==> config.mk <==
export PLATFORM = sky130hd
export DESIGN_NAME = reg_bus_decode
export DESIGN_NICKNAME = d
export VERILOG_FILES = /design/src/rtl/bus_pkg.sv /design/src/rtl/reg_bus_decode.sv
export SDC_FILE = /design/constraint.sdc
export NUM_CORES = 1
export LEC_CHECK = 0
export BUFFER_PORTS_ARGS = -buffer_cell sky130_fd_sc_hd__buf_2
export CORE_MARGIN = 1.5
export CORE_UTILIZATION = 25
export CTS_CLUSTER_SIZE = 20
export DETAILED_ROUTE_END_ITERATION = 16
export PLACE_DENSITY = 0.81
export SETUP_SLACK_MARGIN = 0.02
export SKIP_LAST_GASP = 1
export SYNTH_ARGS = -nofsm -noshare
export SYNTH_HDL_FRONTEND = slang
export SYNTH_SLANG_ARGS = --single-unit
==> constraint.sdc <==
create_clock -name ck933 -period 2.15 [get_ports ck933]
set_clock_uncertainty 0.15 [all_clocks]
set_input_delay 0.3225 -clock ck933 [delete_from_list [all_inputs] [get_ports ck933]]
set_output_delay 0.3225 -clock ck933 [all_outputs]
set_load 0.02 [all_outputs]
==> src/rtl/bus_pkg.sv <==
// register bus types and address map for the DAC/ADC top level
// registers are 16 bit on even byte offsets; paddr[11:8] picks the region
`default_nettype none

package bus_pkg;

  localparam int ADDR_W = 12;
  localparam int DATA_W = 16;

  localparam logic [DATA_W-1:0] VERSION_NUMBER = 16'h003f;

  localparam int SOFT_RST_CYCLES = 6;  // stretched reset length
  localparam int RST_CNT_W = $clog2(SOFT_RST_CYCLES);

  typedef logic [RST_CNT_W-1:0] rst_cnt_t;

  typedef struct packed {
    logic              psel;
    logic              penable;
    logic              pwrite;
    logic [ADDR_W-1:0] paddr;  // byte address
    logic [DATA_W-1:0] pwdata;
  } apb_req_t;

  typedef struct packed {
    logic [DATA_W-1:0] prdata;
    logic              pready;
    logic              pslverr;
  } apb_rsp_t;

  typedef enum logic [1:0] {
    REGION_MISC    = 2'd0,
    REGION_DAC_SPI = 2'd1,
    REGION_DAC_OUT = 2'd2,
    REGION_NONE    = 2'd3   // paddr[11:8] of 3 and up
  } region_e;

  // offsets repeat between regions, so the names below alias these codes
  typedef enum logic [7:0] {
    REG_OFS_00 = 8'h00,
    REG_OFS_02 = 8'h02,
    REG_OFS_04 = 8'h04
  } reg_addr_e;

  localparam reg_addr_e REG_VERSION    = REG_OFS_00;  // misc region
  localparam reg_addr_e REG_RESET      = REG_OFS_02;
  localparam reg_addr_e REG_GPIO       = REG_OFS_04;
  localparam reg_addr_e REG_SPI_CTRL   = REG_OFS_00;  // DAC serial region
  localparam reg_addr_e REG_SPI_STATUS = REG_OFS_02;
  localparam reg_addr_e REG_CH1_SAMPLE = REG_OFS_00;  // DAC output region
  localparam reg_addr_e REG_CH2_SAMPLE = REG_OFS_02;

  // write strobe is high only in the completing access cycle
  typedef struct packed {
    logic              wr;
    reg_addr_e         addr;
    logic [DATA_W-1:0] data;
  } bus_wr_t;

endpackage

`default_nettype wire

==> src/rtl/reg_bus_decode.sv <==
// APB slave front end: region decode, wait states and read data mux
// only a control write to a busy serial port is held off
`timescale 1ns/100ps
`default_nettype none

module reg_bus_decode (
  input  wire                      ck933,
  input  wire                      rs,
  input  wire bus_pkg::apb_req_t   apb_req_i,
  output bus_pkg::apb_rsp_t        apb_rsp_o,
  input  wire                      spi_busy_i,
  output bus_pkg::bus_wr_t         wr_o,
  output logic                     misc_sel_o,
  output logic                     spi_sel_o,
  output logic                     dac_out_sel_o,
  input  wire [bus_pkg::DATA_W-1:0] misc_rdata_i,
  input  wire [bus_pkg::DATA_W-1:0] spi_rdata_i,
  input  wire [bus_pkg::DATA_W-1:0] dac_out_rdata_i
);

  bus_pkg::region_e region;
  logic             access;
  logic             ready;
  logic             setup_q;
  logic             complete;
  logic             spi_ctrl_wr;

  // region from the upper address nibble
  always_comb begin
    case (apb_req_i.paddr[11:8])
      4'h0:    region = bus_pkg::REGION_MISC;
      4'h1:    region = bus_pkg::REGION_DAC_SPI;
      4'h2:    region = bus_pkg::REGION_DAC_OUT;
      default: region = bus_pkg::REGION_NONE;
    endcase
  end

  assign access      = apb_req_i.psel && apb_req_i.penable;
  assign spi_ctrl_wr = (region == bus_pkg::REGION_DAC_SPI) && apb_req_i.pwrite &&
                       (apb_req_i.paddr[7:0] == bus_pkg::REG_SPI_CTRL);
  assign ready       = !(access && spi_ctrl_wr && spi_busy_i);  // the one wait state source
  assign complete    = access && ready && setup_q;

  // remembers the setup cycle until the transfer completes
  always_ff @(posedge ck933 or posedge rs) begin
    if (rs) begin
      setup_q <= 1'b0;
    end else if (apb_req_i.psel && !apb_req_i.penable) begin
      setup_q <= 1'b1;
    end else if (complete) begin
      setup_q <= 1'b0;
    end
  end

  assign wr_o.wr   = complete && apb_req_i.pwrite && (region != bus_pkg::REGION_NONE);
  assign wr_o.addr = bus_pkg::reg_addr_e'(apb_req_i.paddr[7:0]);
  assign wr_o.data = apb_req_i.pwdata;

  assign misc_sel_o    = (region == bus_pkg::REGION_MISC);
  assign spi_sel_o     = (region == bus_pkg::REGION_DAC_SPI);
  assign dac_out_sel_o = (region == bus_pkg::REGION_DAC_OUT);

  // ******************************
  // read data and response
  always_comb begin
    apb_rsp_o.pready  = ready;
    apb_rsp_o.pslverr = access && (region == bus_pkg::REGION_NONE);
    case (region)
      bus_pkg::REGION_MISC:    apb_rsp_o.prdata = misc_rdata_i;
      bus_pkg::REGION_DAC_SPI: apb_rsp_o.prdata = spi_rdata_i;
      bus_pkg::REGION_DAC_OUT: apb_rsp_o.prdata = dac_out_rdata_i;
      default:                 apb_rsp_o.prdata = '0;  // unmapped
    endcase
  end

endmodule

`default_nettype wire

# Word-level counts from Yosys, hierarchy flattened
# Cells that the tools add are included.
# classes
eq_ne	6
muxes	4
reduce_logical	17
# op_table
op	n
$pmux 16 s3	1
$logic_and 1x1->1	11
$logic_not 8->1	1
$pmux 2 s3	1
$eq 2x2->1 const B	2
$eq 4x1->1 const B	1
$eq 4x2->1 const B	1
$logic_not 4->1	1
$eq 2x1->1 const B	1
$logic_not 1->1	2
$logic_not 2->1	1
$mux 1	2
$ne 2x2->1 const B	1
$reduce_bool 2->1	1
# totals
register_bits	1
input_bits	82
output_inout_bits	46
word_cells	28

# Depth between registers and ports, before layout
# Gate-level depths: netlist (run 1).
# logic_depth
ltp_word	12
depth_mapped	4
mapped_depth_nobuf	3

# Worst setup path after synthesis (run 1)
# OpenSTA, ideal clock, no wires.
# synth_timing
kind	input port to output port
start	in apb_req_i[17] (netlist name)
end	out apb_rsp_o[1] (netlist name)
t_arrival_ps	1363
required_time_ps	1678
setup_slack_ps	314
path_stages	4
cell_sequence	or4_4 > nor4_4 > nand2_1 > buf_4
# synth_between
elab_chain_len	5
# synth_lines
element	line_no	text
start: declaration	reg_bus_decode.sv:9	input wire bus_pkg::apb_req_t apb_req_i,
$logic_not 8->1	reg_bus_decode.sv:40	(apb_req_i.paddr[7:0] == bus_pkg::REG_SPI_CTRL);
$logic_and 1x1->1	reg_bus_decode.sv:39	assign spi_ctrl_wr = (region == bus_pkg::REGION_DAC_SPI) && apb_req_i.pwrite &&
$logic_and 1x1->1 (2 in series)	reg_bus_decode.sv:41	assign ready = !(access && spi_ctrl_wr && spi_busy_i);
$logic_not 1->1	reg_bus_decode.sv:41	
end: declaration	reg_bus_decode.sv:10	output bus_pkg::apb_rsp_t apb_rsp_o,
# Every way passes these cells.

==> results of run 1 <==
-- critical path, cell delays in order --
cell and delay (ps):
buf_2 100, or4_4 540, nor4_4 310, o21ai_1 100
buf_2 160
-- layout by cell type (no fill, tap or decap), drive strengths merged, types with 2 or more instances in the layout --
master and count:
a222oi 16, buf 99, inv 18, nand2 4, nor3 2, nor4 2, nor4b 2
-- worst max-delay path by stage --
stage / end / start / cells past startpoint / slack [ps]
2_1_floorplan: apb_rsp_o[1] / apb_req_i[17] / 4 / 310
3_5_place_dp: wr_o[24] / apb_req_i[17] / 5 / 140
4_1_cts: wr_o[24] / apb_req_i[17] / 5 / 140
5_1_grt: wr_o[24] / apb_req_i[17] / 5 / 70
6_report: wr_o[24] / apb_req_i[17] / 5 / 140
3_3_place_gp: wr_o[24] / apb_req_i[17] / 5 / 160
-- per-stage QoR --
step / utilization (%) / std cells / hold WS (ps)
after global routing: 40.3 / 182 / 20.2
final: 40.3 / 182 / 7.37
after global placement: 40.3 / 182 / 4.89
after floorplan: - / 82 / -98.8
after detailed placement: 40.3 / 182 / 9.96
after CTS: 40.3 / 182 / 10.4
-- cell families after synthesis --
| kind of cell | count (synthesis) | synth area share [%] |
|---|---|---|
| buffers and inverters | 47 | 43.3 |
| AOI/OAI and AO/OA | 18 | 27.4 |
| and+or+nand+nor | 15 | 23.8 |
| DFF | 1 | 3.94 |
| muxes | 1 | 1.57 |
-- report_power, final --
part           switching (mW)  total, mW  internal (mW)
sequential            0.00118     0.0223         0.0211
clock                       0          0              0
combinational          0.0871      0.168         0.0807
total                  0.0883      0.190          0.102
-- layout make-up --
class	count	area, um2	share of cell area, %
Timing Repair Buffer	99	505	51.6
Sequential cell	1	25.0	2.55
Multi-Input combinational cell	34	344	35.1
Tap cell	30	37.5	3.83
Inverter	18	67.6	6.90
-- cell usage after synthesis --
library cell	count	area share [%]
nor4b_4	1	3.7
mux2i_1	1	1.6
nand3_1	1	0.79
or3_1	1	0.98
buf_2	4	3.1
a31o_1	1	1.4
nor4b_2	1	2.4
nor3_1	2	1.6
inv_1	18	11
buf_4	25	30
and4_1	1	1.4
nand2_1	4	2.4
dfrtp_1	1	3.9
nor4_4	2	6.7
o21ai_1	1	0.79
or4_4	1	1.8
a222oi_1	16	25
nand2b_4	1	2.2
-- metal layers --
metal	vias to the layer above	wire length, um	GRT usage, %	part of all wire [%]
li1	425	-	-	-
met1	421	807	17.6	37
met2	43	1150	22.6	53
met3	4	191	0.847	8.9
met4	0	9	2.14	0.42
met5	-	0	0	0
==> run_results.csv, run 1 <==
group,metric,value,unit
status,outcome,"finished, final reports clean",
placed_design,placed_area,980,um2
sta,tightestPinTransition,317,ps
critical_path,critPathLaunchType,"input pin",
sta,fin_crit,2010,ps
route,avgViaCountPerCell,4.91,
global_routing,grt_pass1_vias,681,
synth,yosysWarnings,0,
finish,fin_area,980,um2
die,io_pins,128,
die,dieHeight,53.4,um
synth,ys_types,18,
finish,reg.largest.list,"setup_q (1)",
die,core,0.00243,mm2
die,start_util,26.1,%
global_routing,grt_overflow,0,
critical_path,r2r-end,"setup_q$_DFFE_PP0P_",
synth,synthesis.nets,164,
sta,setup_violations,0,
critical_path,rr_startpoint,"setup_q$_DFFE_PP0P_",
finish,areaGrowthSynthToFinish,54.1,%
job,timing.max_cap.violations,0,
min_path,hold_class,"input pin to async pin",
cts,post_cts_buffers,0,
critical_path,crit_arrival,1530,ps
sta,relSlewSlack,78.9,%
synth,yosysSeqAreaShare,3.94,%
route,wl,2160,um
power,peakVddDrop,0.104,mV
power,leakagePower,0.679,nW
critical_path,ff2ff_path_depth,3,
finish,drive_gt1_share,69.1,%
synth,netlist_instances,82,
route,via_count,893,
sta,finalCritPeriodShare,93.3,%
placed_design,place.gp.congestion,0.716,
route,drcViolationCount,0,
finish,largest_register_ffs,1,
cts,path_clk_slew,0,ps
sta,fmax,499,MHz
critical_path,endpoint_kind,"output pin",
cts,hold_buffers,0,
cts,clk-insertion-delay-late,0,ps
route,drtIter0Drc,75,
placed_design,post-place-ws,136,ps
synth,syn_area_per_cell,7.75,um2
global_routing,track_usage,13.0,%
placed_design,port_buffers,95,
finish,nets,236,
sta,finalMaxSlewViolations,0,
sta,hold_viol,0,
sta,worst_slack,145,ps
global_routing,grt_pass1_wl,2930,um
die,row_count,18,
synth,syn_area,636,um2
sta,fin_tns_setup,0,ps
cts,ctsResizeCount,0,
critical_path,crit_required,1680,ps
finish,fillCellCount,255,
route,drtPass1Iterations,5,
route,ant_nets,0,
sta,rsz0062_at_grt,"no",
power,powerDensity,194,mW/mm2
global_routing,grt_max_degree,18,
finish,antenna_cells,0,
placed_design,hpwl,1850,um
global_routing,antenna_found_initial,0,
power,report.power.total,0.190,mW
critical_path,path_max_fanout,3,
critical_path,rrSetupSlack,1230,ps
route,wl_per_cell,11.9,um
critical_path,worst-setup-path-type,"input pin to output pin",
finish,top_register,"setup_q",
die,die_area,0.00285,mm2
die,die_width,53.4,um
synth,ys_ff_latch,1,
(Power assumes the default switching activity.)
==> run 2, diff against run 1 <==
--- a/config.mk
+++ b/config.mk
@@ -6,7 +6,7 @@
 export NUM_CORES = 1
 export LEC_CHECK = 0
 export BUFFER_PORTS_ARGS = -buffer_cell sky130_fd_sc_hd__buf_2
-export CORE_MARGIN = 1.5
+export CORE_MARGIN = 2
 export CORE_UTILIZATION = 25
 export CTS_CLUSTER_SIZE = 20
 export DETAILED_ROUTE_END_ITERATION = 16
==> run 2 against run 1 <==
First-iteration DRC count is 44% lower. Critical path depth stayed put. Maximum frequency is 0.46% higher. Die area is 3.8% higher.
==> run_results.csv, run 2 (synthesis gave the netlist of run 1 again) <==
group,metric,value,unit
status,outcome,"finished, final reports clean",
critical_path,ff2ff_path_depth,3,
route,drcViolationCount,0,
placed_design,hpwl,1970,um
critical_path,crit_required,1680,ps
critical_path,rr_startpoint,"setup_q$_DFFE_PP0P_",
global_routing,grt_pass1_vias,728,
critical_path,path_max_fanout,3,
critical_path,rrSetupSlack,1200,ps
finish,nets,236,
cts,ctsResizeCount,0,
sta,fin_crit,2000,ps
placed_design,place.gp.congestion,0.743,
finish,final_common_cell,"buf_2",
route,ant_nets,0,
cts,path_clk_slew,0,ps
sta,tightestPinTransition,296,ps
critical_path,critPathLaunchType,"input pin",
sta,finalCritPeriodShare,92.8,%
finish,areaGrowthSynthToFinish,54.1,%
die,row_count,18,
power,powerDensity,194,mW/mm2
global_routing,grt_max_degree,18,
global_routing,grt_overflow,0,
min_path,hold_class,"input pin to async pin",
global_routing,antenna_found_initial,0,
job,timing.max_cap.violations,0,
die,core,0.00243,mm2
power,peakVddDrop,0.0900,mV
global_routing,grt_pass1_wl,2940,um
sta,hold_viol,0,
route,drtPass1Iterations,8,
sta,rsz0062_at_grt,"no",
finish,fin_util,40.3,%
placed_design,port_buffers,95,
route,via_count,869,
sta,fmax,501,MHz
die,io_pins,128,
sta,finalMaxSlewViolations,0,
placed_design,post-place-ws,143,ps
die,die_width,54.4,um
finish,top_register,"setup_q",
finish,antenna_cells,0,
finish,final_cell_mix,"buf_2 (95), inv_1 (18), a222oi_1 (16), nand2_1 (4), buf_4 (4)",
route,wl_met3,206,um
die,start_util,26.1,%
sta,worst_slack,154,ps
sta,setup_violations,0,
global_routing,track_usage,12.6,%
route,drt-met1-wl,782,um
sta,relSlewSlack,80.2,%
cts,hold_buffers,0,
die,dieHeight,54.4,um
finish,reg.largest.list,"setup_q (1)",
power,leakagePower,0.679,nW
critical_path,endpoint_kind,"output pin",
route,wl_met2,1230,um
critical_path,crit_arrival,1520,ps
cts,post_cts_buffers,0,
cts,clk-insertion-delay-late,0,ps
critical_path,r2r-end,"setup_q$_DFFE_PP0P_",
finish,drive_gt1_share,69.1,%
sta,fin_tns_setup,0,ps
route,wl_per_cell,12.3,um
route,wl,2230,um
route,avgViaCountPerCell,4.77,
finish,largest_register_ffs,1,
route,drtIter0Drc,42,
route,top_layer_used,"met4",
die,die_area,0.00296,mm2
critical_path,worst-setup-path-type,"input pin to output pin",
[run 2: cell counts in the layout (fill, tap and decap cells not counted)]
No cell type changed its count.
[run 2: cell type report]
type | instances | area (um2)
fillers | 274 | 1450
repair buffers | 99 | 505
multi-input cells | 34 | 344
inverters | 18 | 67.6
well taps | 30 | 37.5
flip-flops and latches | 1 | 25.0
[run 2: how the worst max path moves through the flow]
stage / startpoint / end / slack, ps / depth (start not counted)
floorplan: apb_req_i[17] / apb_rsp_o[1] / 310 / 4
global placement: apb_req_i[17] / wr_o[24] / 160 / 5
detailed placement: apb_req_i[17] / wr_o[24] / 140 / 5
CTS: apb_req_i[17] / wr_o[24] / 140 / 5
global route: apb_req_i[17] / wr_o[24] / 60 / 5
finish: apb_req_i[17] / wr_o[24] / 150 / 5
[run 2: through the flow]
step                      total power, mW  hold slack, ps  std cells  instance area (um2)
after floorplan                     0.146           -98.8         82                  636
after global placement              0.188            4.82        182                  980
after detailed placement            0.192            14.0        182                  980
after CTS                           0.192            14.5        182                  980
after global routing                0.207            17.6        182                  980
final                               0.190            11.1        182                  980
[run 2: worst max-delay path, cell delays in order]
cell and delay (ps):
buf_2 110, or4_4 540, nor4_4 300, o21ai_1 100, buf_2 160
[run 2: report_power, final]
| group | switching [mW] | internal, mW | total, mW |
|---|---|---|---|
| sequential | 0.00139 | 0.0211 | 0.0225 |
| clock | 0 | 0 | 0 |
| combinational | 0.0873 | 0.0807 | 0.168 |
| total | 0.0887 | 0.102 | 0.190 |
[run 2: routing by layer]
metal  track usage, %  vias to the layer above
li1                 -                      425
met1             15.3                      398
met2             24.5                       42
met3            0.820                        4
met4             1.25                        0
met5                0                        -
