===== src/rtl/bus_pkg.sv =====
// register bus types and address map for the DAC/ADC top level
// registers are 16 bit on even byte offsets; paddr[11:8] picks the region
`default_nettype none

package bus_pkg;

  localparam int ADDR_W = 12;
  localparam int DATA_W = 16;

  localparam logic [DATA_W-1:0] VERSION_NUMBER = 16'h003f;

  localparam int SOFT_RST_CYCLES = 6;  // stretched reset length
  localparam int RST_CNT_W = $clog2(SOFT_RST_CYCLES);

  typedef logic [RST_CNT_W-1:0] rst_cnt_t;

  typedef struct packed {
    logic              psel;
    logic              penable;
    logic              pwrite;
    logic [ADDR_W-1:0] paddr;  // byte address
    logic [DATA_W-1:0] pwdata;
  } apb_req_t;

  typedef struct packed {
    logic [DATA_W-1:0] prdata;
    logic              pready;
    logic              pslverr;
  } apb_rsp_t;

  typedef enum logic [1:0] {
    REGION_MISC    = 2'd0,
    REGION_DAC_SPI = 2'd1,
    REGION_DAC_OUT = 2'd2,
    REGION_NONE    = 2'd3   // paddr[11:8] of 3 and up
  } region_e;

  // offsets repeat between regions, so the names below alias these codes
  typedef enum logic [7:0] {
    REG_OFS_00 = 8'h00,
    REG_OFS_02 = 8'h02,
    REG_OFS_04 = 8'h04
  } reg_addr_e;

  localparam reg_addr_e REG_VERSION    = REG_OFS_00;  // misc region
  localparam reg_addr_e REG_RESET      = REG_OFS_02;
  localparam reg_addr_e REG_GPIO       = REG_OFS_04;
  localparam reg_addr_e REG_SPI_CTRL   = REG_OFS_00;  // DAC serial region
  localparam reg_addr_e REG_SPI_STATUS = REG_OFS_02;
  localparam reg_addr_e REG_CH1_SAMPLE = REG_OFS_00;  // DAC output region
  localparam reg_addr_e REG_CH2_SAMPLE = REG_OFS_02;

  // write strobe is high only in the completing access cycle
  typedef struct packed {
    logic              wr;
    reg_addr_e         addr;
    logic [DATA_W-1:0] data;
  } bus_wr_t;

endpackage

`default_nettype wire


===== src/rtl/dac_pkg.sv =====
// DAC sample formats and serial control port definitions
// samples are 18 bit two's complement, DAC words 14 bit offset binary
`default_nettype none

package dac_pkg;

  localparam int SAMPLE_W = 18;
  localparam int DAC_W    = 14;
  localparam int ADC_W    = 14;
  localparam int NUM_DAC  = 3;

  localparam int SCLK_DIV = 4;   // ck933 cycles per sclk period
  localparam int SPI_BITS = 16;  // instruction byte + data byte

  localparam int DIV_W = $clog2(SCLK_DIV);
  localparam int BIT_W = $clog2(SPI_BITS);

  typedef logic [DIV_W-1:0] sclk_div_t;
  typedef logic [BIT_W-1:0] spi_bit_t;

  // view of the serial control register
  typedef struct packed {
    logic       rd;       // 1 = read from the DAC
    logic [1:0] dac_sel;  // 3 selects DAC2 as well
    logic [4:0] addr;
    logic [7:0] data;
  } spi_ctrl_t;

  typedef enum logic [1:0] {
    SPI_IDLE  = 2'd0,
    SPI_INSTR = 2'd1,
    SPI_DATA  = 2'd2
  } spi_state_e;

  typedef logic [DAC_W-1:0] dac_word_t;

  localparam dac_word_t DAC_ZERO = {1'b1, {(DAC_W-1){1'b0}}};  // mid scale

endpackage

`default_nettype wire


===== src/rtl/dac_output.sv =====
// DAC data path: ADC reclock, two bus-written sample registers, pin registers
// 18-bit two's complement samples go out as 14-bit offset binary words
`timescale 1ns/100ps
`default_nettype none

module dac_output (
  input  wire                         ck933,
  input  wire                         core_rst_i,
  input  wire bus_pkg::bus_wr_t       wr_i,
  input  wire                         sel_i,
  output logic [bus_pkg::DATA_W-1:0]  rdata_o,
  input  wire [dac_pkg::ADC_W-1:0]    adc_d_i,
  output dac_pkg::dac_word_t          dac0_d_o,
  output dac_pkg::dac_word_t          dac1_d_o,
  output dac_pkg::dac_word_t          dac2_d_o
);

  logic [dac_pkg::ADC_W-1:0]    adc_q;
  logic [bus_pkg::DATA_W-1:0]   ch1_q;
  logic [bus_pkg::DATA_W-1:0]   ch2_q;
  logic [dac_pkg::SAMPLE_W-1:0] sample [dac_pkg::NUM_DAC];
  dac_pkg::dac_word_t           dac_q [dac_pkg::NUM_DAC];

  // top 14 bits with the sign bit flipped
  function automatic dac_pkg::dac_word_t to_offset_bin(input logic [dac_pkg::SAMPLE_W-1:0] s);
    return {~s[dac_pkg::SAMPLE_W-1], s[dac_pkg::SAMPLE_W-2 -: dac_pkg::DAC_W-1]};
  endfunction

  // ******************************
  // ADC reclock and sample registers
  always_ff @(posedge ck933 or posedge core_rst_i) begin
    if (core_rst_i) begin
      adc_q <= '0;
      ch1_q <= '0;
      ch2_q <= '0;
    end else begin
      adc_q <= adc_d_i;
      if (wr_i.wr && sel_i) begin
        case (wr_i.addr)
          bus_pkg::REG_CH1_SAMPLE: ch1_q <= wr_i.data;
          bus_pkg::REG_CH2_SAMPLE: ch2_q <= wr_i.data;
          default: ;
        endcase
      end
    end
  end

  assign sample[0] = {adc_q, {(dac_pkg::SAMPLE_W - dac_pkg::ADC_W){1'b0}}};  // 4 zero lsbs
  assign sample[1] = {ch1_q, {(dac_pkg::SAMPLE_W - bus_pkg::DATA_W){1'b0}}};
  assign sample[2] = {ch2_q, {(dac_pkg::SAMPLE_W - bus_pkg::DATA_W){1'b0}}};

  // pin registers, mid scale out of reset
  always_ff @(posedge ck933 or posedge core_rst_i) begin
    if (core_rst_i) begin
      for (int i = 0; i < dac_pkg::NUM_DAC; i++) begin
        dac_q[i] <= dac_pkg::DAC_ZERO;
      end
    end else begin
      for (int i = 0; i < dac_pkg::NUM_DAC; i++) begin
        dac_q[i] <= to_offset_bin(sample[i]);
      end
    end
  end

  assign dac0_d_o = dac_q[0];
  assign dac1_d_o = dac_q[1];
  assign dac2_d_o = dac_q[2];

  always_comb begin
    case (wr_i.addr)
      bus_pkg::REG_CH1_SAMPLE: rdata_o = ch1_q;
      bus_pkg::REG_CH2_SAMPLE: rdata_o = ch2_q;
      default:                 rdata_o = '0;
    endcase
  end

endmodule

`default_nettype wire


===== config.mk =====
export PLATFORM = sky130hd
export DESIGN_NAME = dac_output
export DESIGN_NICKNAME = d
export VERILOG_FILES = /design/src/rtl/bus_pkg.sv /design/src/rtl/dac_pkg.sv /design/src/rtl/dac_output.sv
export SDC_FILE = /design/constraint.sdc
export NUM_CORES = 1
export LEC_CHECK = 0
export ABC_AREA = 1
export BUFFER_PORTS_ARGS = -buffer_cell sky130_fd_sc_hd__buf_2
export CAP_MARGIN = 20
export CORE_UTILIZATION = 49
export DETAILED_ROUTE_END_ITERATION = 6
export GPL_TIMING_DRIVEN = 1
export MAX_ROUTING_LAYER = met4
export PLACE_DENSITY_LB_ADDON = 0.1
export SYNTH_ARGS = -nofsm -noshare
export SYNTH_HDL_FRONTEND = slang
export SYNTH_SLANG_ARGS = --single-unit

===== constraint.sdc =====
create_clock -name ck933 -period 2.65 [get_ports ck933]
set_input_delay 0.1325 -clock ck933 [delete_from_list [all_inputs] [get_ports ck933]]
set_output_delay 0.1325 -clock ck933 [all_outputs]
set_load 0.05 [all_outputs]

Word level (Yosys, flattened, before mapping). Cells that the tools add are included.

$mul: 0. Muxes and demuxes: 1. Bitwise operators: 3. Eq/ne operators: 1. Shift-type cells: 0. Reduce and logical (&&, ||, !) cells: 4. Add/subtract/negate cells: 0. Divide/modulo/power cells: 0. Order comparisons: 0.

Operators by type and width (number): one-hot mux 16 bit (2 select lines) (1); equality test 8 x 2 -> 1 bit (second input constant) (1); zero test 8 bit (1); AND reduction 2 bit (2); inverter 1 bit (3); logical AND 1 bit (1).

Output and inout bits: 58. Memories kept: 0. Register bits after elaboration: 88. Memory bits (read-only): 0. Latch bits: 0. RAM bits: 0. Logic and storage cells: 15.

Longest topological paths before layout. Gate-level depths: netlist of run 1.

Word-level depth: 2. Depth in mapped cells: 7. Gate-level depth less buffers: 6.

Worst setup path after synthesis of run 1. No wires, ideal clock.

Path type: input to output. Start point: input wr_i[23] in the netlist's numbering. End point: output rdata_o[0] in the netlist's numbering. Slack: 1.432 ns. Stages: 6. Arrival time: 1.085 ns. Cells stage by stage: nor2_1 -> nand2_2 -> nor2_8 -> buf_4 -> nand2_1 -> nand2_1.

Longest elaborated chain between the ends: 2. Elaborated cells between the ends (all ways): 3. Those cells by class: eq/ne: 1; mux: 1; reduce/logical: 1.

RTL lines: start, declared (RTL line dac_output.sv:9) `input wire bus_pkg::bus_wr_t wr_i,`; equality test 8 x 2 -> 1 bit or zero test 8 bit (tied branches) (RTL line dac_output.sv:70) `case (wr_i.addr)`; one-hot mux 16 bit (2 select lines) (*) (RTL line dac_output.sv:70); end, declared (RTL line dac_output.sv:11) `output logic [bus_pkg::DATA_W-1:0] rdata_o,`.

Every way passes the cells marked *; elsewhere a longest branch is shown, timed or not.

Final worst setup path of run 1.
Start point: input wr_i[23] in the netlist's numbering. End point: output rdata_o[2] in the netlist's numbering.

Same word-level chain as after synthesis.

==> impl_metrics.ini, run 1 <==
[synth]
synth-seq-cells = 88
synth_ff_type = dfrtp_1
synth_top_area_share = 0.708
synth_cell_types = 16
synth-edff-count = 0
syn-cell-area_um2 = 3000
synthArstFlopShare = 1.00
synth_top_area_cell = dfrtp_1
synth_commonest_cells = 117 x nand2_1, 85 x dfrtp_1, 32 x nand3_1
synth_nets = 311
synth_area_leaders = dfrtp_1 71%, nand2_1 15%, nand3_1 5.3%
yosys.cell_count.top_type = nand2_1
yosysSeqAreaShare = 0.735
synthCells = 269
yosysWarningCount = 0
syn_avg_cell_area_um2 = 11.2

[global_routing]
grt_pass1_wl_um = 8840
grt-ovfl-total = 0
grt_pass1_vias = 1942
grt_start_max_net_pins = 57
antenna_found_initial = 0
track_usage = 0.194

[floorplan]
core_um2 = 5920
initial_utilization = 0.507
io_pins = 100
die_y_um = 80.3
die_w_um = 80.3
die_area_um2 = 6450
rows = 28

[worst_setup_path]
crit_fanout = 32
crit_family = simple AND/OR/NAND/NOR gates
cp.arrival_ns = 1.58
cp_slowest_cell = nor2_4
path_cells = buf_2 > nor2_1 > nand2_2 > nor2_4 > nand2_1 > nand2_1 > buf_2
max_stage_delay_ns = 0.62
path_class = in2out
critPathBufInv = 2
end_kind = output pin
required_ns = 2.52
crit_path_start_kind = input pin

[clock_tree]
cts-root-buf = clkbuf_8
cts.reportedPaths.clkPinSlew_ns = 0.09
cts.sinks = 88
cts_tree = built
cts_buffer_depth = 2
htreeDepth = 3
cts_inserted_buffers = 9
cts_setup_buffers = 0
worstSkewPairLatency_ns = 0.34

[final_layout]
fin_nets = 426
layout-drive-gt1-share = 0.324
stdcell_count = 464
antenna_cells = 0
area_growth_pct = 29.0
final_area_um2 = 3870

[timing]
setup_viol = 0
tightest_slew_ns = 0.743
timing.fmax_mhz = 582
fin_crit_ns = 1.72
final_hold_viol_count = 0
fin_crit_sh = 0.648
holdWs_ns = 0.0286
slew_violations = 0
rsz0062_at_grt = false
finClkSkew_ns = 0.00674
relSlewSlack = 0.504
setup_tns_ns = 0

[drt]
dr_total_vias = 2165
avgViaCountPerCell = 4.67
wirelength_um = 5550
dr.pass1.iters = 4
route.detailed.drc = 0
antenna_left = 0
wl_per_cell_um = 12.0
drt_iter0_drc = 94

[outcome]
status = finished clean

[power_and_ir_drop]
leakage_nw = 2.26
ir_drop_v = 0.000418
cellPowerDensity_nw_per_um2 = 635

[placed_design]
globalplace.congestion = 0.734
dpl.cell_count = 433
portBuffers = 99
post-dp-hpwl_um = 3530
place_area_um2 = 3530

[worst_hold_path]
hold_class = in2reg

[job]
drv_cap = 0
[layout make-up]
cell class	count	area [um^2]
tap	75	93.8
multi-input combinational	160	681
clock buffer	10	138
sequential	88	2210
clock inverter	6	50.0
inverter	10	38.8
fill	473	2050
timing repair buffer	115	666
[cells by family (layout without fill, tap and decap cells)]
kind of cell,count (synthesis),in the layout,share of synthesized area
flops,88,88,0.735
buf+inv,21,141,0.0387
simple gates,160,160,0.227
[final timing paths]
kind | to | slack, ns | depth (start not counted) | from
worst max-delay path | rdata_o[2] | 0.93 | 7 | wr_i[23]
min in group asynchronous | dac0_d_o[3]$_DFF_PP0_ | 0.37 | 3 | core_rst_i
worst max register to register | ch2_q[9]$_DFFE_PP0P_ | 2.00 | 2 | ch2_q[9]$_DFFE_PP0P_
worst min register to register | dac0_d_o[6]$_DFF_PP0_ | 0.35 | 0 | adc_q[6]$_DFF_PP0_
worst min-delay path | ch2_q[8]$_DFFE_PP0P_ | 0.03 | 3 | wr_i[8]
max in group asynchronous | dac2_d_o[13]$_DFF_PP1_ | 1.58 | 4 | core_rst_i
[worst register-to-register path, cell delays in order, from the launching register on]
cell and delay [ns]:
dfrtp_1 0.41, nand2_1 0.07, nand2_1 0.07
[state kept, by name, indices dropped and copies added (netlist names)]
register	cells
dac2_d_o	14
ch1_q	16
dac1_d_o	14
adc_q	14
dac0_d_o	14
ch2_q	16
[power breakdown]
group / leakage [nW] / total, mW / switching, mW / internal (mW)
Clock: 0.0895 / 0.843 / 0.468 / 0.376
Sequential: 1.15 / 1.41 / 0.0169 / 1.39
Combinational: 1.02 / 0.211 / 0.149 / 0.0619
Total: 2.26 / 2.46 / 0.634 / 1.83
[layer usage]
metal / track usage / vias to the layer above / share of wire
met1: 0.238 / 1025 / 0.45
met5: - / - / 0
li1: - / 1062 / -
met3: 0.0455 / 8 / 0.057
met4: 0.0946 / 0 / 0.016
met2: 0.303 / 70 / 0.47
[placed cells by master (no fill, tap or decap), drive strengths merged]
master / n
buf: 100
clkbuf: 10
nor2: 8
inv: 10
dfrtp: 85
dlygate4sd3: 15
dfstp: 3
clkinv: 4
clkinvlp: 2
nand3: 33
nand2: 119
[what timing repair did]
item / in CTS / in global routing
endpoints found under the hold margin: 45 / 0
resized for setup: 0 / 0
hold buffers: 15 / 0
[metrics by stage]
step	worst slack [ns]	utilization	power [mW]
finish	0.933	0.654	2.46
global route	0.751	0.654	2.56
CTS	0.908	0.654	2.49
detailed placement	0.912	0.597	1.63
global placement	0.908	0.597	1.63
floorplan	0.244	-	1.56
(Power assumes the default switching activity.)
==> run 2, diff against run 1 <==
- ABC_AREA: 1 -> 0
- clock period: 2.65 -> 1.6 ns (I/O delays scaled with it)
==> impl_metrics.ini, run 2 <==
[floorplan]
die_y_um = 80.0
die_area_um2 = 6400
core_um2 = 5890
initial_utilization = 0.507
rows = 28
die_w_um = 80.0
io_pins = 100

[timing]
timing.fmax_mhz = 734
tightest_slew_ns = 0.453
fin_crit_ns = 1.36
fin_crit_sh = 0.852
setup_slack_ns = 0.237
rsz0062_at_grt = false
setup_viol = 0
relSlewSlack = 0.698
finClkSkew_ns = 0.00954
slew_violations = 0
setup_tns_ns = 0
final_hold_viol_count = 0

[power_and_ir_drop]
total_power_mw = 4.27
leakage_nw = 2.27
cellPowerDensity_nw_per_um2 = 1030
ir_drop_v = 0.000608

[final_layout]
final_common_cell = buf_2
area_growth_pct = 38.4
antenna_cells = 0
layout-drive-gt1-share = 0.513
fin_util = 0.701
fin_nets = 353
layout_common_cells = 99 x buf_2, 85 x dfrtp_1, 31 x dlygate4sd3_1
reg_top3 = ch1_q x16, ch2_q x16

[global_routing]
grt_start_max_net_pins = 89
grt_pass1_vias = 1766
grt_pass1_wl_um = 8380
antenna_found_initial = 0
grt-ovfl-total = 0
track_usage = 0.187

[worst_hold_path]
hold_end = ch2_q[11]$_DFFE_PP0P_
hold_class = in2reg
hold_path_depth = 5
min_from = wr_i[20]

[drt]
antenna_left = 0
avgViaCountPerCell = 4.54
wirelength_um = 5370
dr.pass1.iters = 3
dr_total_vias = 1776
drt_iter0_drc = 56
wl_per_cell_um = 13.7
route.detailed.drc = 0

[worst_setup_path]
crit_fanout = 13
path_common_cell = buf_2
cp_slowest_cell = nor4_4
cp.arrival_ns = 1.28
path_class = in2out
max_stage_delay_ns = 0.34
end_kind = output pin
r2r-end = ch2_q[3]$_DFFE_PP0P_
required_ns = 1.52
r2r_start = ch2_q[3]$_DFFE_PP0P_
r2r_setup_slack_ns = 0.81
crit_path_start_kind = input pin
path_cells = buf_2 > nor4_4 > nand2_1 > buf_4 > nor2_1 > buf_2
r2r_cells = 1

[clock_tree]
htreeDepth = 3
cts_buffer_depth = 2
cts.sinks = 88
cts_resized = 0
cts_inserted_buffers = 9
cts_tree = built
cts-root-buf = clkbuf_8
cts_setup_buffers = 0
cts.reportedPaths.clkPinSlew_ns = 0.08
worstSkewPairLatency_ns = 0.34

[synth]
synth_top_area_share = 0.713
synth_top_area_cell = dfrtp_1
syn_avg_cell_area_um2 = 17.9
syn-cell-area_um2 = 2980
synth_area_leaders = dfrtp_1 71%, mux2_4 10%, mux2i_1 5.4%
yosysSeqAreaShare = 0.740
synthArstFlopShare = 1.00
synthCells = 167
synth_nets = 209
synth_cell_types = 16
yosys.cell_count.top_type = dfrtp_1
synth-edff-count = 0
yosysWarningCount = 0
synth-seq-cells = 88
synth_commonest_cells = 85 x dfrtp_1, 20 x mux2_4, 16 x mux2i_1, 16 x nor2_1, 12 x mux2_2
synth_ff_type = dfrtp_1

[placed_design]
post-dp-hpwl_um = 3450
globalplace.congestion = 0.680
portBuffers = 99
pre_cts_ws_ns = 0.220

[outcome]
status = finished clean

[job]
drv_cap = 0
## run 2: timing repair
action                                  4_1_cts  5_1_grt
endpoints found under the setup margin        0        0
hold buffers                                 31        0
hold endpoints to repair                    131        0
## run 2: cell families after synthesis
| kind of cell | after synthesis | share of synthesized area |
|---|---|---|
| buffers and inverters | 9 | 0.0172 |
| DFF | 88 | 0.740 |
| muxes | 48 | 0.200 |
| and+or+nand+nor | 22 | 0.0432 |
## run 2: worst max path at each step
| stage | from | end | slack (ns) |
|---|---|---|---|
| after detailed placement | wr_i[23] | ch2_q[1]$_DFFE_PP0P_ | 0.22 |
| after global placement | wr_i[23] | rdata_o[12] | 0.23 |
| final | wr_i[23] | rdata_o[12] | 0.24 |
| after global routing | wr_i[23] | rdata_o[12] | 0.18 |
| after CTS | wr_i[23] | rdata_o[12] | 0.22 |
| after floorplan | wr_i[23] | rdata_o[0] | 0.02 |
## run 2: report_power, final
group	leakage (nW)	internal, mW	total [mW]	switching [mW]
combinational	1.01	0.157	0.404	0.247
sequential	1.15	2.30	2.33	0.0283
clock	0.103	0.811	1.54	0.728
## run 2: final cells by class
| cell class | count | area (um^2) |
|---|---|---|
| sequential | 88 | 2210 |
| fill | 425 | 1760 |
| timing repair buffer | 138 | 878 |
| multi-input combinational | 70 | 724 |
| clock buffer | 12 | 155 |
| tap | 75 | 93.8 |
| clock inverter | 4 | 51.3 |
| inverter | 4 | 18.8 |
## run 2: per-stage QoR
stage	std cells	hold slack [ns]	area [um^2]
2_1_floorplan	167	0.111	2990
3_3_place_gp	344	0.188	3610
3_5_place_dp	344	0.190	3610
4_1_cts	391	0.246	4130
5_1_grt	391	0.268	4130
6_report	391	0.260	4130
## run 2: per-layer routing
| metal | vias to the layer above | share of wire | GRT usage |
|---|---|---|---|
| met5 | - | 0 | - |
| met4 | 0 | 0.015 | 0.102 |
| met3 | 8 | 0.060 | 0.0423 |
| met2 | 64 | 0.46 | 0.275 |
| met1 | 858 | 0.46 | 0.242 |
| li1 | 846 | - | - |
## run 2: critical path, delay by kind of cell
kind	cells	cell delay [ns]
buffers and inverters	3	0.59
and+or+nand+nor	3	0.60
