[config.mk]
export PLATFORM = sky130hd
export DESIGN_NAME = misc_regs
export DESIGN_NICKNAME = d
export VERILOG_FILES = /design/src/rtl/bus_pkg.sv /design/src/rtl/misc_regs.sv
export SDC_FILE = /design/constraint.sdc
export NUM_CORES = 1
export LEC_CHECK = 0
export CELL_PAD_IN_SITES_DETAIL_PLACEMENT = 1
export CELL_PAD_IN_SITES_GLOBAL_PLACEMENT = 1
export CORE_AREA = 2 2 60 62
export DETAILED_ROUTE_END_ITERATION = 10
export DIE_AREA = 0 0 62 64
export DONT_BUFFER_PORTS = 1
export PLACE_DENSITY_LB_ADDON = 0.1
export SETUP_SLACK_MARGIN = 0.02
export SYNTH_ARGS = -nofsm -noshare
export SYNTH_HDL_FRONTEND = slang
export SYNTH_SLANG_ARGS = --single-unit
[constraint.sdc]
create_clock -name ck933 -period 1.05 [get_ports ck933]
set_input_delay 0.0525 -clock ck933 [delete_from_list [all_inputs] [get_ports ck933]]
set_output_delay 0.0525 -clock ck933 [all_outputs]
set_load 0.005 [all_outputs]
[src/rtl/bus_pkg.sv]
// register bus types and address map for the DAC/ADC top level
// registers are 16 bit on even byte offsets; paddr[11:8] picks the region
`default_nettype none

package bus_pkg;

  localparam int ADDR_W = 12;
  localparam int DATA_W = 16;

  localparam logic [DATA_W-1:0] VERSION_NUMBER = 16'h003f;

  localparam int SOFT_RST_CYCLES = 6;  // stretched reset length
  localparam int RST_CNT_W = $clog2(SOFT_RST_CYCLES);

  typedef logic [RST_CNT_W-1:0] rst_cnt_t;

  typedef struct packed {
    logic              psel;
    logic              penable;
    logic              pwrite;
    logic [ADDR_W-1:0] paddr;  // byte address
    logic [DATA_W-1:0] pwdata;
  } apb_req_t;

  typedef struct packed {
    logic [DATA_W-1:0] prdata;
    logic              pready;
    logic              pslverr;
  } apb_rsp_t;

  typedef enum logic [1:0] {
    REGION_MISC    = 2'd0,
    REGION_DAC_SPI = 2'd1,
    REGION_DAC_OUT = 2'd2,
    REGION_NONE    = 2'd3   // paddr[11:8] of 3 and up
  } region_e;

  // offsets repeat between regions, so the names below alias these codes
  typedef enum logic [7:0] {
    REG_OFS_00 = 8'h00,
    REG_OFS_02 = 8'h02,
    REG_OFS_04 = 8'h04
  } reg_addr_e;

  localparam reg_addr_e REG_VERSION    = REG_OFS_00;  // misc region
  localparam reg_addr_e REG_RESET      = REG_OFS_02;
  localparam reg_addr_e REG_GPIO       = REG_OFS_04;
  localparam reg_addr_e REG_SPI_CTRL   = REG_OFS_00;  // DAC serial region
  localparam reg_addr_e REG_SPI_STATUS = REG_OFS_02;
  localparam reg_addr_e REG_CH1_SAMPLE = REG_OFS_00;  // DAC output region
  localparam reg_addr_e REG_CH2_SAMPLE = REG_OFS_02;

  // write strobe is high only in the completing access cycle
  typedef struct packed {
    logic              wr;
    reg_addr_e         addr;
    logic [DATA_W-1:0] data;
  } bus_wr_t;

endpackage

`default_nettype wire

[src/rtl/misc_regs.sv]
// version, soft reset and GPIO registers
// core reset and dac reset stay high SOFT_RST_CYCLES after rs or a reset write
`timescale 1ns/100ps
`default_nettype none

module misc_regs (
  input  wire                       ck933,
  input  wire                       rs,
  input  wire bus_pkg::bus_wr_t     wr_i,
  input  wire                       sel_i,
  output logic [bus_pkg::DATA_W-1:0] rdata_o,
  output logic                      core_rst_o,
  output logic                      dac_rst_o,
  output logic [bus_pkg::DATA_W-1:0] gpio_o
);

  bus_pkg::rst_cnt_t rst_cnt_q;
  logic              core_rst_q;
  logic              soft_rst_wr;
  logic              gpio_wr;

  assign soft_rst_wr = wr_i.wr && sel_i && (wr_i.addr == bus_pkg::REG_RESET);
  assign gpio_wr     = wr_i.wr && sel_i && (wr_i.addr == bus_pkg::REG_GPIO);

  // ******************************
  // reset stretcher
  always_ff @(posedge ck933 or posedge rs) begin
    if (rs) begin
      rst_cnt_q  <= bus_pkg::rst_cnt_t'(bus_pkg::SOFT_RST_CYCLES - 1);
      core_rst_q <= 1'b1;
    end else if (soft_rst_wr) begin
      rst_cnt_q  <= bus_pkg::rst_cnt_t'(bus_pkg::SOFT_RST_CYCLES - 1);
      core_rst_q <= 1'b1;
    end else if (rst_cnt_q != '0) begin
      rst_cnt_q  <= rst_cnt_q - 1'b1;  // hold for the remaining cycles
      core_rst_q <= 1'b1;
    end else begin
      core_rst_q <= 1'b0;
    end
  end

  assign core_rst_o = core_rst_q;
  assign dac_rst_o  = core_rst_q;  // DAC reset pin tracks the core reset

  // GPIO is cleared by the stretched reset too
  always_ff @(posedge ck933 or posedge core_rst_q) begin
    if (core_rst_q) begin
      gpio_o <= '0;
    end else if (gpio_wr) begin
      gpio_o <= wr_i.data;
    end
  end

  always_comb begin
    case (wr_i.addr)
      bus_pkg::REG_VERSION: rdata_o = bus_pkg::VERSION_NUMBER;
      bus_pkg::REG_GPIO:    rdata_o = gpio_o;  // reads back the pin value
      default:              rdata_o = '0;
    endcase
  end

endmodule

`default_nettype wire

=== Word level (Yosys, flattened, before mapping) ===
Cells that the tools add are included.

* Flip-flop bits (word level): 20
* Input bits: 28
* Output and inout port bits: 34
* Word-level logic and storage cells: 17

* Add/subtract/negate cells: 1
* Equality and inequality tests: 2
* Multiplexer cells: 5
* Reductions and logical operators: 6

{| class="wikitable"
|+ Operator list
! cell !! number
|-
| $pmux 16 s2 || 1
|-
| $eq 8x2->1 const B || 1
|-
| $eq 8x3->1 const B || 1
|-
| $logic_not 8->1 || 1
|-
| $mux 3 || 2
|-
| $logic_and 1x1->1 || 3
|-
| $reduce_bool 3->1 || 1
|-
| $sub 3x1->3 const B || 1
|-
| $mux 1 || 2
|-
| $reduce_bool 2->1 || 1
|}

=== Longest topological paths before layout ===
Gate-level depths: netlist of the first run.

* Word-level depth: 3
* Gate-level depth with buffers: 6
* Gate-level depth less buffers: 5

=== Worst setup path after synthesis of the first run ===
Ideal clock, no wire load.

* Path kind: input to register
* From: input port wr_i[20] (netlist bit)
* To: register gpio_o[0] (netlist bit)
* Setup time: 125 ps
* Data arrival time: 1,108 ps
* Data required time: 925 ps
* Slack: -183 ps
* Stages: 5
* Buffers on the path: 2
* Cells stage by stage: nor4_2 and4bb_1 buf_6 buf_12 mux2_4

* Cells in the longest elaborated chain, start to end: 2

{| class="wikitable"
|+ RTL lines
! item !! RTL line !! RTL
|-
| start, declared || misc_regs.sv:9 || <nowiki>input wire bus_pkg::bus_wr_t wr_i,</nowiki>
|-
| $eq 8x3->1 || misc_regs.sv:23 || <nowiki>assign gpio_wr = wr_i.wr && sel_i && (wr_i.addr == bus_pkg::REG_GPIO);</nowiki>
|-
| $logic_and 1x1->1 || misc_regs.sv:23 ||
|-
| end signal, assigned || misc_regs.sv:50 || <nowiki>gpio_o <= wr_i.data;</nowiki>
|-
| end, declared || misc_regs.sv:14 || <nowiki>output logic [bus_pkg::DATA_W-1:0] gpio_o</nowiki>
|}

No other way between the ends.
A chain may end at the register's enable or synchronous reset.

=== Worst setup path in the final report of the first run ===
* From: register rst_cnt_q[1]
* To: register rst_cnt_q[1]

* Cells in the longest elaborated chain, start to end: 3
* Elaborated cells between the ends (all ways): 5
* Classes of those cells: add/sub (1); mux (2); reduce/logical (2)

{| class="wikitable"
|+ RTL lines
! item !! RTL line !! RTL
|-
| start, declared || misc_regs.sv:17 || <nowiki>bus_pkg::rst_cnt_t rst_cnt_q;</nowiki>
|-
| start signal, assigned || misc_regs.sv:29 || <nowiki>rst_cnt_q <= bus_pkg::rst_cnt_t'(bus_pkg::SOFT_RST_CYCLES - 1);</nowiki>
|-
| start signal, assigned || misc_regs.sv:32 || <nowiki>rst_cnt_q <= bus_pkg::rst_cnt_t'(bus_pkg::SOFT_RST_CYCLES - 1);</nowiki>
|-
| start signal, assigned || misc_regs.sv:35 || <nowiki>rst_cnt_q <= rst_cnt_q - 1'b1;</nowiki>
|-
| $sub 3x1->3 || misc_regs.sv:35 ||
|-
| $mux 3 || misc_regs.sv:34 || <nowiki>end else if (rst_cnt_q != '0) begin</nowiki>
|-
| $mux 3 || misc_regs.sv:31 || <nowiki>end else if (soft_rst_wr) begin</nowiki>
|}

Parallel ways exist; a longest one is shown, timed or not. The select of a mux whose other input is x is not followed.

==> results_dict.tcl, run 1 <==
set metrics [dict create \
    pwr-share-seq 0.404 \
    critPathCaptureType "flip-flop" \
    synth_area_sq_mm 0.00111 \
    grt_usage 0.133 \
    fin_area_sq_mm 0.00151 \
    overflow 0 \
    slew_violations 0 \
    power.total_mw 2.42 \
    setup_tns_ps -692 \
    yosysUniqueCellTypes 28 \
    violations "negative setup slack" \
    crit_type "reg -> reg" \
    fmax_mhz 878 \
    portBuffers 0 \
    htree_levels 1 \
    grt_pass1_vias 837 \
    crit_start "rst_cnt_q[1]" \
    setup_viol 10 \
    path_cells "inv_2, ha_4, nand2b_4, buf_4, a211oi_2" \
    dieHeight_um 64 \
    synth_fp_nets 119 \
    routedWlPerCell_um 17.5 \
    post-route-period-util 1.08 \
    coreArea_sq_mm 0.00328 \
    reg2reg_from "rst_cnt_q[1]" \
    cts_buffers 3 \
    final-instance-count-excl-fill 159 \
    initial_core_util 0.337 \
    hold_path.startpoint "wr_i[21]" \
    syn_area_per_cell_sq_um 12.4 \
    crit_arrival_ps 1360 \
    cts_tree "yes" \
    worstPathMaxFanout 4 \
    switching_share 0.284 \
    worst_pin_slew_ps 289 \
    initialDrtViolationCount 35 \
    fin_nets 144 \
    cts.clk_slew.worst_paths_ps 110 \
    cts.sinks 20 \
    die_w_um 62 \
    powerDensity_mw_per_mm2 1600 \
    antenna_found_initial 0 \
    skew_ps 12.7 \
    postRouteWirelength_mm 2.78 \
    drt-pass1-iter-count 2 \
    fillers 349 \
    hold_slack_ps 50.9 \
    row_count 21 \
    drive_above_1_share 0.442 \
    synth_seq_cells 20 \
    intPower_mw 1.73 \
    area_growth_pct 36.7 \
    peakVddDrop_uv 717 \
    grt_pass1_wl_mm 3.89 \
    die-area_sq_mm 0.00397 \
    synth_warnings 0 \
    grt_max_degree 17 \
    vias 794 \
    period_needed_ps 1140 \
    cts-root-buf "clkbuf_4" \
    diodes 0 \
    p_comb_frac 0.332 \
    hold_viol 0 \
    drc 0 \
    worst_slack_ps -88.8 \
    critPathLaunchType "flip-flop" \
    yosysSeqAreaShare 0.456 \
    drv_cap 0 \
    cp_slowest_cell "dfrtp_1" \
    status "complete, but fails checks" \
    cts_buffer_depth 2 \
    switchingPower_uw 688 \
    globalplace.congestion 0.640 \
    p_clk_frac 0.264 \
    post-dp-hpwl_mm 1.77 \
    holdCritPathClass "in -> reg" \
    placed_area_sq_mm 0.00119 \
    slew_headroom 0.806 \
    vias_per_cell 4.99 \
    p_leak_nw 0.650 \
    syn-instance-count 89 \
    max_stage_delay_ps 420 \
    clk_latency_ps 310 \
    placedCellCount 134 \
    ios 62 \
    rsz0062_at_grt "true" \
    required_ps 1270 \
    antenna_left 0 \
]
power groups by stage:
stage / Sequential, mW / Clock, mW / Combinational, mW
6_report: 0.977 / 0.640 / 0.803
5_1_grt: 0.993 / 0.708 / 0.895
4_1_cts: 0.975 / 0.659 / 0.688
3_5_place_dp: 0.988 / 0 / 0.600
3_3_place_gp: 0.986 / 0 / 0.575
2_1_floorplan: 0.973 / 0 / 0.482
cells by family after synthesis:
family	after synthesis	share of synthesized area
xor+xnor	1	0.00792
buf+inv	16	0.0928
mux	16	0.197
simple gates	26	0.162
fa+ha+maj	2	0.0226
compound gates	8	0.0622
flops	20	0.456
metal layers:
layer,share of wire,wire length (um),GRT usage,vias to the layer above
met5,0,0,0,-
met4,0.012,33,0.0479,0
li1,-,-,-,347
met3,0.058,161,0.0223,4
met2,0.53,1480,0.242,35
met1,0.40,1100,0.147,408
path summary, 6_finish.rpt:
kind | endpoint | slack (ps) | cells after the start
setup / recovery | rst_cnt_q[1] | -90 | 5
hold / removal | rst_cnt_q[0] | 50 | 3
setup reg to reg | rst_cnt_q[1] | -90 | 5
hold reg to reg | gpio_o[9] | 280 | 2
max in group asynchronous | gpio_o[3] | 560 | 2
min in group asynchronous | rst_cnt_q[1] | 60 | 2
synthesized netlist by cell type, drive strengths merged:
library cell | n | area [sq um]
a211o | 1 | 8.76
a211oi | 1 | 7.51
a21oi | 6 | 52.6
and2 | 10 | 62.6
and4b | 1 | 10.0
and4bb | 1 | 12.5
buf | 5 | 61.3
clkbuf | 1 | 3.75
dfrtp | 17 | 425
dfstp | 3 | 78.8
ha | 2 | 25.0
inv | 10 | 37.5
mux2 | 16 | 218
nand2 | 1 | 3.75
nand2b | 2 | 12.5
nand4b | 1 | 8.76
nor2 | 3 | 11.3
nor2b | 1 | 6.26
nor3b | 1 | 7.51
nor4 | 2 | 18.8
nor4b | 1 | 8.76
or2 | 1 | 6.26
or4b | 1 | 10.0
xnor2 | 1 | 8.76
stage by stage:
stage,setup WS [ps],utilization
2_1_floorplan,-167,-
3_3_place_gp,-200,0.362
3_5_place_dp,-204,0.362
4_1_cts,-92.5,0.433
5_1_grt,-149,0.460
6_report,-88.8,0.460
critical path: cells and delay by family (launching register included):
| kind | cells | cell delay [ps] |
|---|---|---|
| flops | 1 | 420 |
| buf+inv | 2 | 230 |
| compound gates | 1 | 200 |
| fa+ha+maj | 1 | 150 |
| simple gates | 1 | 70 |
cells in the final DEF (no fill, tap or decap), types with 2 or more instances in the layout:
| master | synthesis | final |
|---|---|---|
| dfrtp_1 | 17 | 17 |
| dlygate4sd3_1 | 0 | 17 |
| mux2_4 | 10 | 10 |
| and2_1 | 10 | 8 |
| inv_1 | 10 | 8 |
| mux2_2 | 6 | 6 |
| buf_4 | 1 | 6 |
| a21oi_4 | 0 | 4 |
| nor2_1 | 3 | 3 |
| clkbuf_4 | 0 | 3 |
| dfstp_2 | 3 | 3 |
| nor4_4 | 0 | 2 |
| inv_2 | 0 | 2 |
| a21oi_2 | 6 | 2 |
| and2_4 | 0 | 2 |
| ha_4 | 0 | 2 |
final cells by class:
cell class	count	area, sq um	area share
multi-input cells	54	613	0.406
flip-flops and latches	20	504	0.334
repair buffers	25	246	0.163
well taps	46	57.6	0.0381
inverters	10	37.5	0.0248
clock inverters	1	30.0	0.0199
clock buffers	3	22.5	0.0149
flip-flops by register name, summed over array words and instances (netlist names):
register and cells:
gpio_o 16, rst_cnt_q 3, core_rst_o 1
repair_timing:
action,in CTS,in global routing
gates resized for setup,3,11
pin swaps,0,3
endpoints found under the setup margin,20,11
endpoints found under the hold margin,20,0
cloned,0,1
buffers inserted,0,4
hold buffers,17,0
Power figures use the tool's default switching activity.
==> inputs of run 2 (changes only) <==
==> constraint.sdc (replaced) <==
create_clock -name ck933 -period 1.05 [get_ports ck933]
set_input_delay 0.2625 -clock ck933 [delete_from_list [all_inputs] [get_ports ck933]]
set_output_delay 0.2625 -clock ck933 [all_outputs]
set_load 0.005 [all_outputs]
==> run 2 against run 1 <==
  * The flow still finishes with violations (negative setup slack)
  * Clock-buffer cell count stayed put
  * Sequential cell count unchanged
  * Global-route usage decreased by 0.056 points
  * Critical path type is now in -> out
  * Via count shrank 11%
  * Hold slack better by 45 ps
  * Largest cell class unchanged
==> results_dict.tcl, run 2 (synthesis gave the netlist of run 1 again) <==
set metrics [dict create \
    layout_commonest_cell "dfrtp_1" \
    hold_viol 0 \
    portBuffers 0 \
    setup_viol 37 \
    routedWlPerCell_um 17.4 \
    final_cell_mix "dfrtp_1, mux2_4, inv_1, and2_1, buf_4" \
    gr-max-usage-layer "met2" \
    diodes 0 \
    die_w_um 62 \
    drive_above_1_share 0.566 \
    drv_cap 0 \
    largest_reg_flops 16 \
    overflow 0 \
    row_count 21 \
    cts_buffer_depth 2 \
    p_leak_nw 0.613 \
    power.total_mw 2.29 \
    violations "negative setup slack" \
    top_register "gpio_o" \
    fmax_mhz 631 \
    period_needed_ps 1590 \
    multiInputGateArea_sq_um 643 \
    antenna_found_initial 0 \
    powerDensity_mw_per_mm2 1610 \
    hold_slack_ps 96.0 \
    worst_pin_slew_ps 212 \
    skew_ps 6.71 \
    post-route-period-util 1.51 \
    initial_core_util 0.337 \
    grt_use_met2 0.220 \
    status "complete, but fails checks" \
    initialDrtViolationCount 10 \
    grt_max_degree 16 \
    cts.clk_slew.worst_paths_ps 120 \
    crit_arrival_ps 1320 \
    cts.sinks 20 \
    grt_pass1_vias 801 \
    use_met1 0.148 \
    clk_latency_ps 300 \
    htree_levels 1 \
    area_growth_pct 29.2 \
    slew_violations 0 \
    worstPathMaxFanout 5 \
    max_stage_delay_ps 510 \
    vias_per_cell 4.90 \
    fin_nets 130 \
    required_ps 790 \
    globalplace.congestion 0.672 \
    worst_slack_ps -535 \
    cts_tree "yes" \
    postRouteWirelength_mm 2.52 \
    regArea_sq_um 504 \
    die-area_sq_mm 0.00397 \
    crit_type "in -> out" \
    ios 62 \
    antenna_left 0 \
    peakVddDrop_uv 622 \
    grt_usage 0.132 \
    coreArea_sq_mm 0.00328 \
    vias 710 \
    drc 0 \
    placed_area_sq_mm 0.00125 \
    rsz0062_at_grt "true" \
    path_cells "nor4_4, or4b_4, buf_8, a21oi_2" \
    holdCritPathClass "in -> reg" \
    cts_buffers 3 \
    cp_slowest_cell "or4b_4" \
    cts-root-buf "clkbuf_4" \
    drt-pass1-iter-count 2 \
    dieHeight_um 64 \
    post-dp-hpwl_mm 1.84 \
    grt_pass1_wl_mm 3.74 \
    fin_area_sq_mm 0.00143 \
    use_met3 0.0526 \
    fillers 352 \
    slew_headroom 0.858 \
    critPathCaptureType "primary output" \
    critPathLaunchType "input pin" \
]
==> run 2: layout make-up <==
class | count | area share
sequential | 20 | 0.353
timing repair buffer | 12 | 0.0919
inverter | 10 | 0.0280
clock buffer | 3 | 0.0158
multi-input combinational | 53 | 0.450
tap | 46 | 0.0403
clock inverter | 1 | 0.0210
==> run 2: final timing paths <==
path,startpoint,endpoint,slack [ps],cells past startpoint
worst min-delay path,wr_i[5],gpio_o[5],100,1
min in group asynchronous,core_rst_o,gpio_o[0],140,1
max in group asynchronous,rs,rst_cnt_q[2],540,2
worst min register to register,core_rst_o,gpio_o[0],140,1
worst max-delay path,wr_i[19],rdata_o[3],-540,4
worst max register to register,rst_cnt_q[0],rst_cnt_q[1],-90,5
==> run 2: routing by layer <==
layer / wire, um / share of wire
met1: 958 / 0.38
met2: 1280 / 0.51
met3: 270 / 0.11
met4: 18 / 0.0071
met5: 0 / 0
==> run 2: power by group <==
part | leakage, nW | switching (mW) | total [mW] | internal [mW]
Sequential | 0.263 | 0.0881 | 0.988 | 0.900
Combinational | 0.322 | 0.335 | 0.683 | 0.348
Clock | 0.0279 | 0.238 | 0.623 | 0.386
Total | 0.613 | 0.660 | 2.29 | 1.63
==> run 2: worst max-delay path: cells and delay by family <==
kind | cells | cell delay (ps)
compound gates | 1 | 120
simple gates | 2 | 780
buf+inv | 1 | 160
==> run 2: repair_timing <==
item	in CTS	in global routing
cloned	1	0
endpoints found under the setup margin	38	54
pin swaps	0	2
resized for setup	12	10
hold buffers	1	0
buffers inserted	2	0
hold endpoints to repair	4	0
==> run 2: through the flow <==
step,setup TNS [ps],worst slack (ps),std cells,util
final,-9250,-535,145,0.435
after global routing,-10420,-557,145,0.435
after CTS,-9420,-527,146,0.428
after detailed placement,-14900,-560,138,0.382
after global placement,-14170,-531,138,0.382
after floorplan,-10000,-451,89,-
==> inputs of run 3 (changes only) <==
Settings changed: CAP_MARGIN from default to 10, RECOVER_POWER from default to 25.
==> run 3 against run 2 <==
  * Combinational power fell by 1%
  * Sequential power fell by 0.5%
  * Fmax did not move
  * Cell count did not move
  * Non-clock buffer count did not move
  * Routed wire length fell by 0.12%
  * Register-to-register slack barely moved
  * Clock skew barely moved
  * First-iteration DRC count did not move
  * The flow still finishes with violations (negative setup slack)
  * Global-route usage did not move
  * Largest power group unchanged
  * Core utilization fell by 0.076 points
  * Die area did not move
==> results_dict.tcl, run 3 (synthesis gave the netlist of run 1 again) <==
set metrics [dict create \
    switchingPower_uw 661 \
    hold_viol 0 \
    vias_per_cell 4.88 \
    cts_buffer_depth 2 \
    grt_max_degree 16 \
    initial_core_util 0.337 \
    layout_commonest_cell "dfrtp_1" \
    fin_nets 130 \
    status "complete, but fails checks" \
    required_ps 790 \
    fmax_mhz 631 \
    slew_headroom 0.749 \
    area_growth_pct 29.0 \
    drive_above_1_share 0.556 \
    row_count 21 \
    vias 707 \
    pwr-share-seq 0.431 \
    crit_type "in -> out" \
    slew_violations 0 \
    period_needed_ps 1590 \
    critPathCaptureType "primary output" \
    post-route-period-util 1.51 \
    routedWlPerCell_um 17.4 \
    p_leak_nw 0.611 \
    grt_pass1_wl_mm 3.74 \
    p_clk_frac 0.273 \
    coreArea_sq_mm 0.00328 \
    final-instance-count-excl-fill 145 \
    violations "negative setup slack" \
    skew_ps 6.87 \
    rsz0062_at_grt "true" \
    initialDrtViolationCount 10 \
    antenna_found_initial 0 \
    crit_arrival_ps 1320 \
    postRouteWirelength_mm 2.52 \
    grt_pass1_vias 801 \
    ios 62 \
    portBuffers 0 \
    drt-pass1-iter-count 2 \
    holdCritPathClass "in -> reg" \
    worstPathMaxFanout 5 \
    cts-root-buf "clkbuf_4" \
    power.total_mw 2.28 \
    grt_usage 0.132 \
    setup_tns_ps -9280 \
    worst_pin_slew_ps 376 \
    final_cell_mix "dfrtp_1, mux2_4, inv_1, and2_1" \
    overflow 0 \
    globalplace.congestion 0.672 \
    peakVddDrop_uv 621 \
    top_register "gpio_o" \
    drv_cap 0 \
    htree_levels 1 \
    antenna_left 0 \
    powerDensity_mw_per_mm2 1600 \
    diodes 0 \
    cts_tree "yes" \
    worst_slack_ps -535 \
    cts_buffers 3 \
    critPathLaunchType "input pin" \
    cts.sinks 20 \
    switching_share 0.290 \
    die_w_um 62 \
    p_comb_frac 0.295 \
    post-dp-hpwl_mm 1.84 \
    placedCellCount 138 \
    drc 0 \
    intPower_mw 1.62 \
    die-area_sq_mm 0.00397 \
    setup_viol 37 \
    cts.clk_slew.worst_paths_ps 120 \
    dieHeight_um 64 \
    largest_reg_flops 16 \
    dp_slack_ps -560 \
    clk_latency_ps 300 \
]
[run 3: cell types whose count changed in the layout (fill, tap and decap cells not counted), sizes merged]
cell	change
buf	-1
clkbuf	+1
[run 3: layout make-up]
type                    count  area (sq um)
flip-flops and latches     20           504
clock buffers               3          22.5
multi-input cells          53           643
well taps                  46          57.6
clock inverters             1          30.0
inverters                  10          40.0
fillers                   351          1860
repair buffers             12           129
[run 3: timing repair]
action,CTS,global route
hold buffers,1,0
hold endpoints to repair,4,0
pin swaps,0,2
resized for setup,12,10
setup endpoints to repair,38,54
setup buffers,2,0
gates cloned,1,0
[run 3: through the flow]
stage	utilization	hold slack (ps)	area [sq um]
after floorplan	-	26.4	1180
after global placement	0.382	53.3	1250
after detailed placement	0.382	56.9	1250
after CTS	0.428	80.7	1410
after global routing	0.434	57.4	1430
final	0.434	96.0	1430
[run 3: path summary, 6_finish.rpt]
check,from,to,slack (ps),cells past startpoint
setup reg to reg,rst_cnt_q[0],rst_cnt_q[1],-90,5
max in group asynchronous,core_rst_o,gpio_o[9],360,2
hold reg to reg,core_rst_o,gpio_o[0],170,1
min in group asynchronous,core_rst_o,gpio_o[0],170,1
setup / recovery,wr_i[19],rdata_o[3],-540,4
hold / removal,wr_i[5],gpio_o[5],100,1
[run 3: power groups by stage]
stage	clock network (mW)	logic, mW	registers [mW]
6_report	0.623	0.673	0.983
5_1_grt	0.704	0.767	1.00
3_5_place_dp	0	0.616	0.992
3_3_place_gp	0	0.576	0.988
2_1_floorplan	0	0.487	0.973
4_1_cts	0.654	0.668	0.989
[run 3: critical path: stages]
cell	delay, ps
nor4_4	270
or4b_4	510
buf_8	160
a21oi_2	120
[run 3: layer usage]
metal	track usage	wire length (um)	vias to the layer above	part of all wire
met5	0	0	-	0
met4	0.0479	18	0	0.0071
met3	0.0526	276	2	0.11
met2	0.220	1270	46	0.50
met1	0.148	952	342	0.38
li1	-	-	317	-
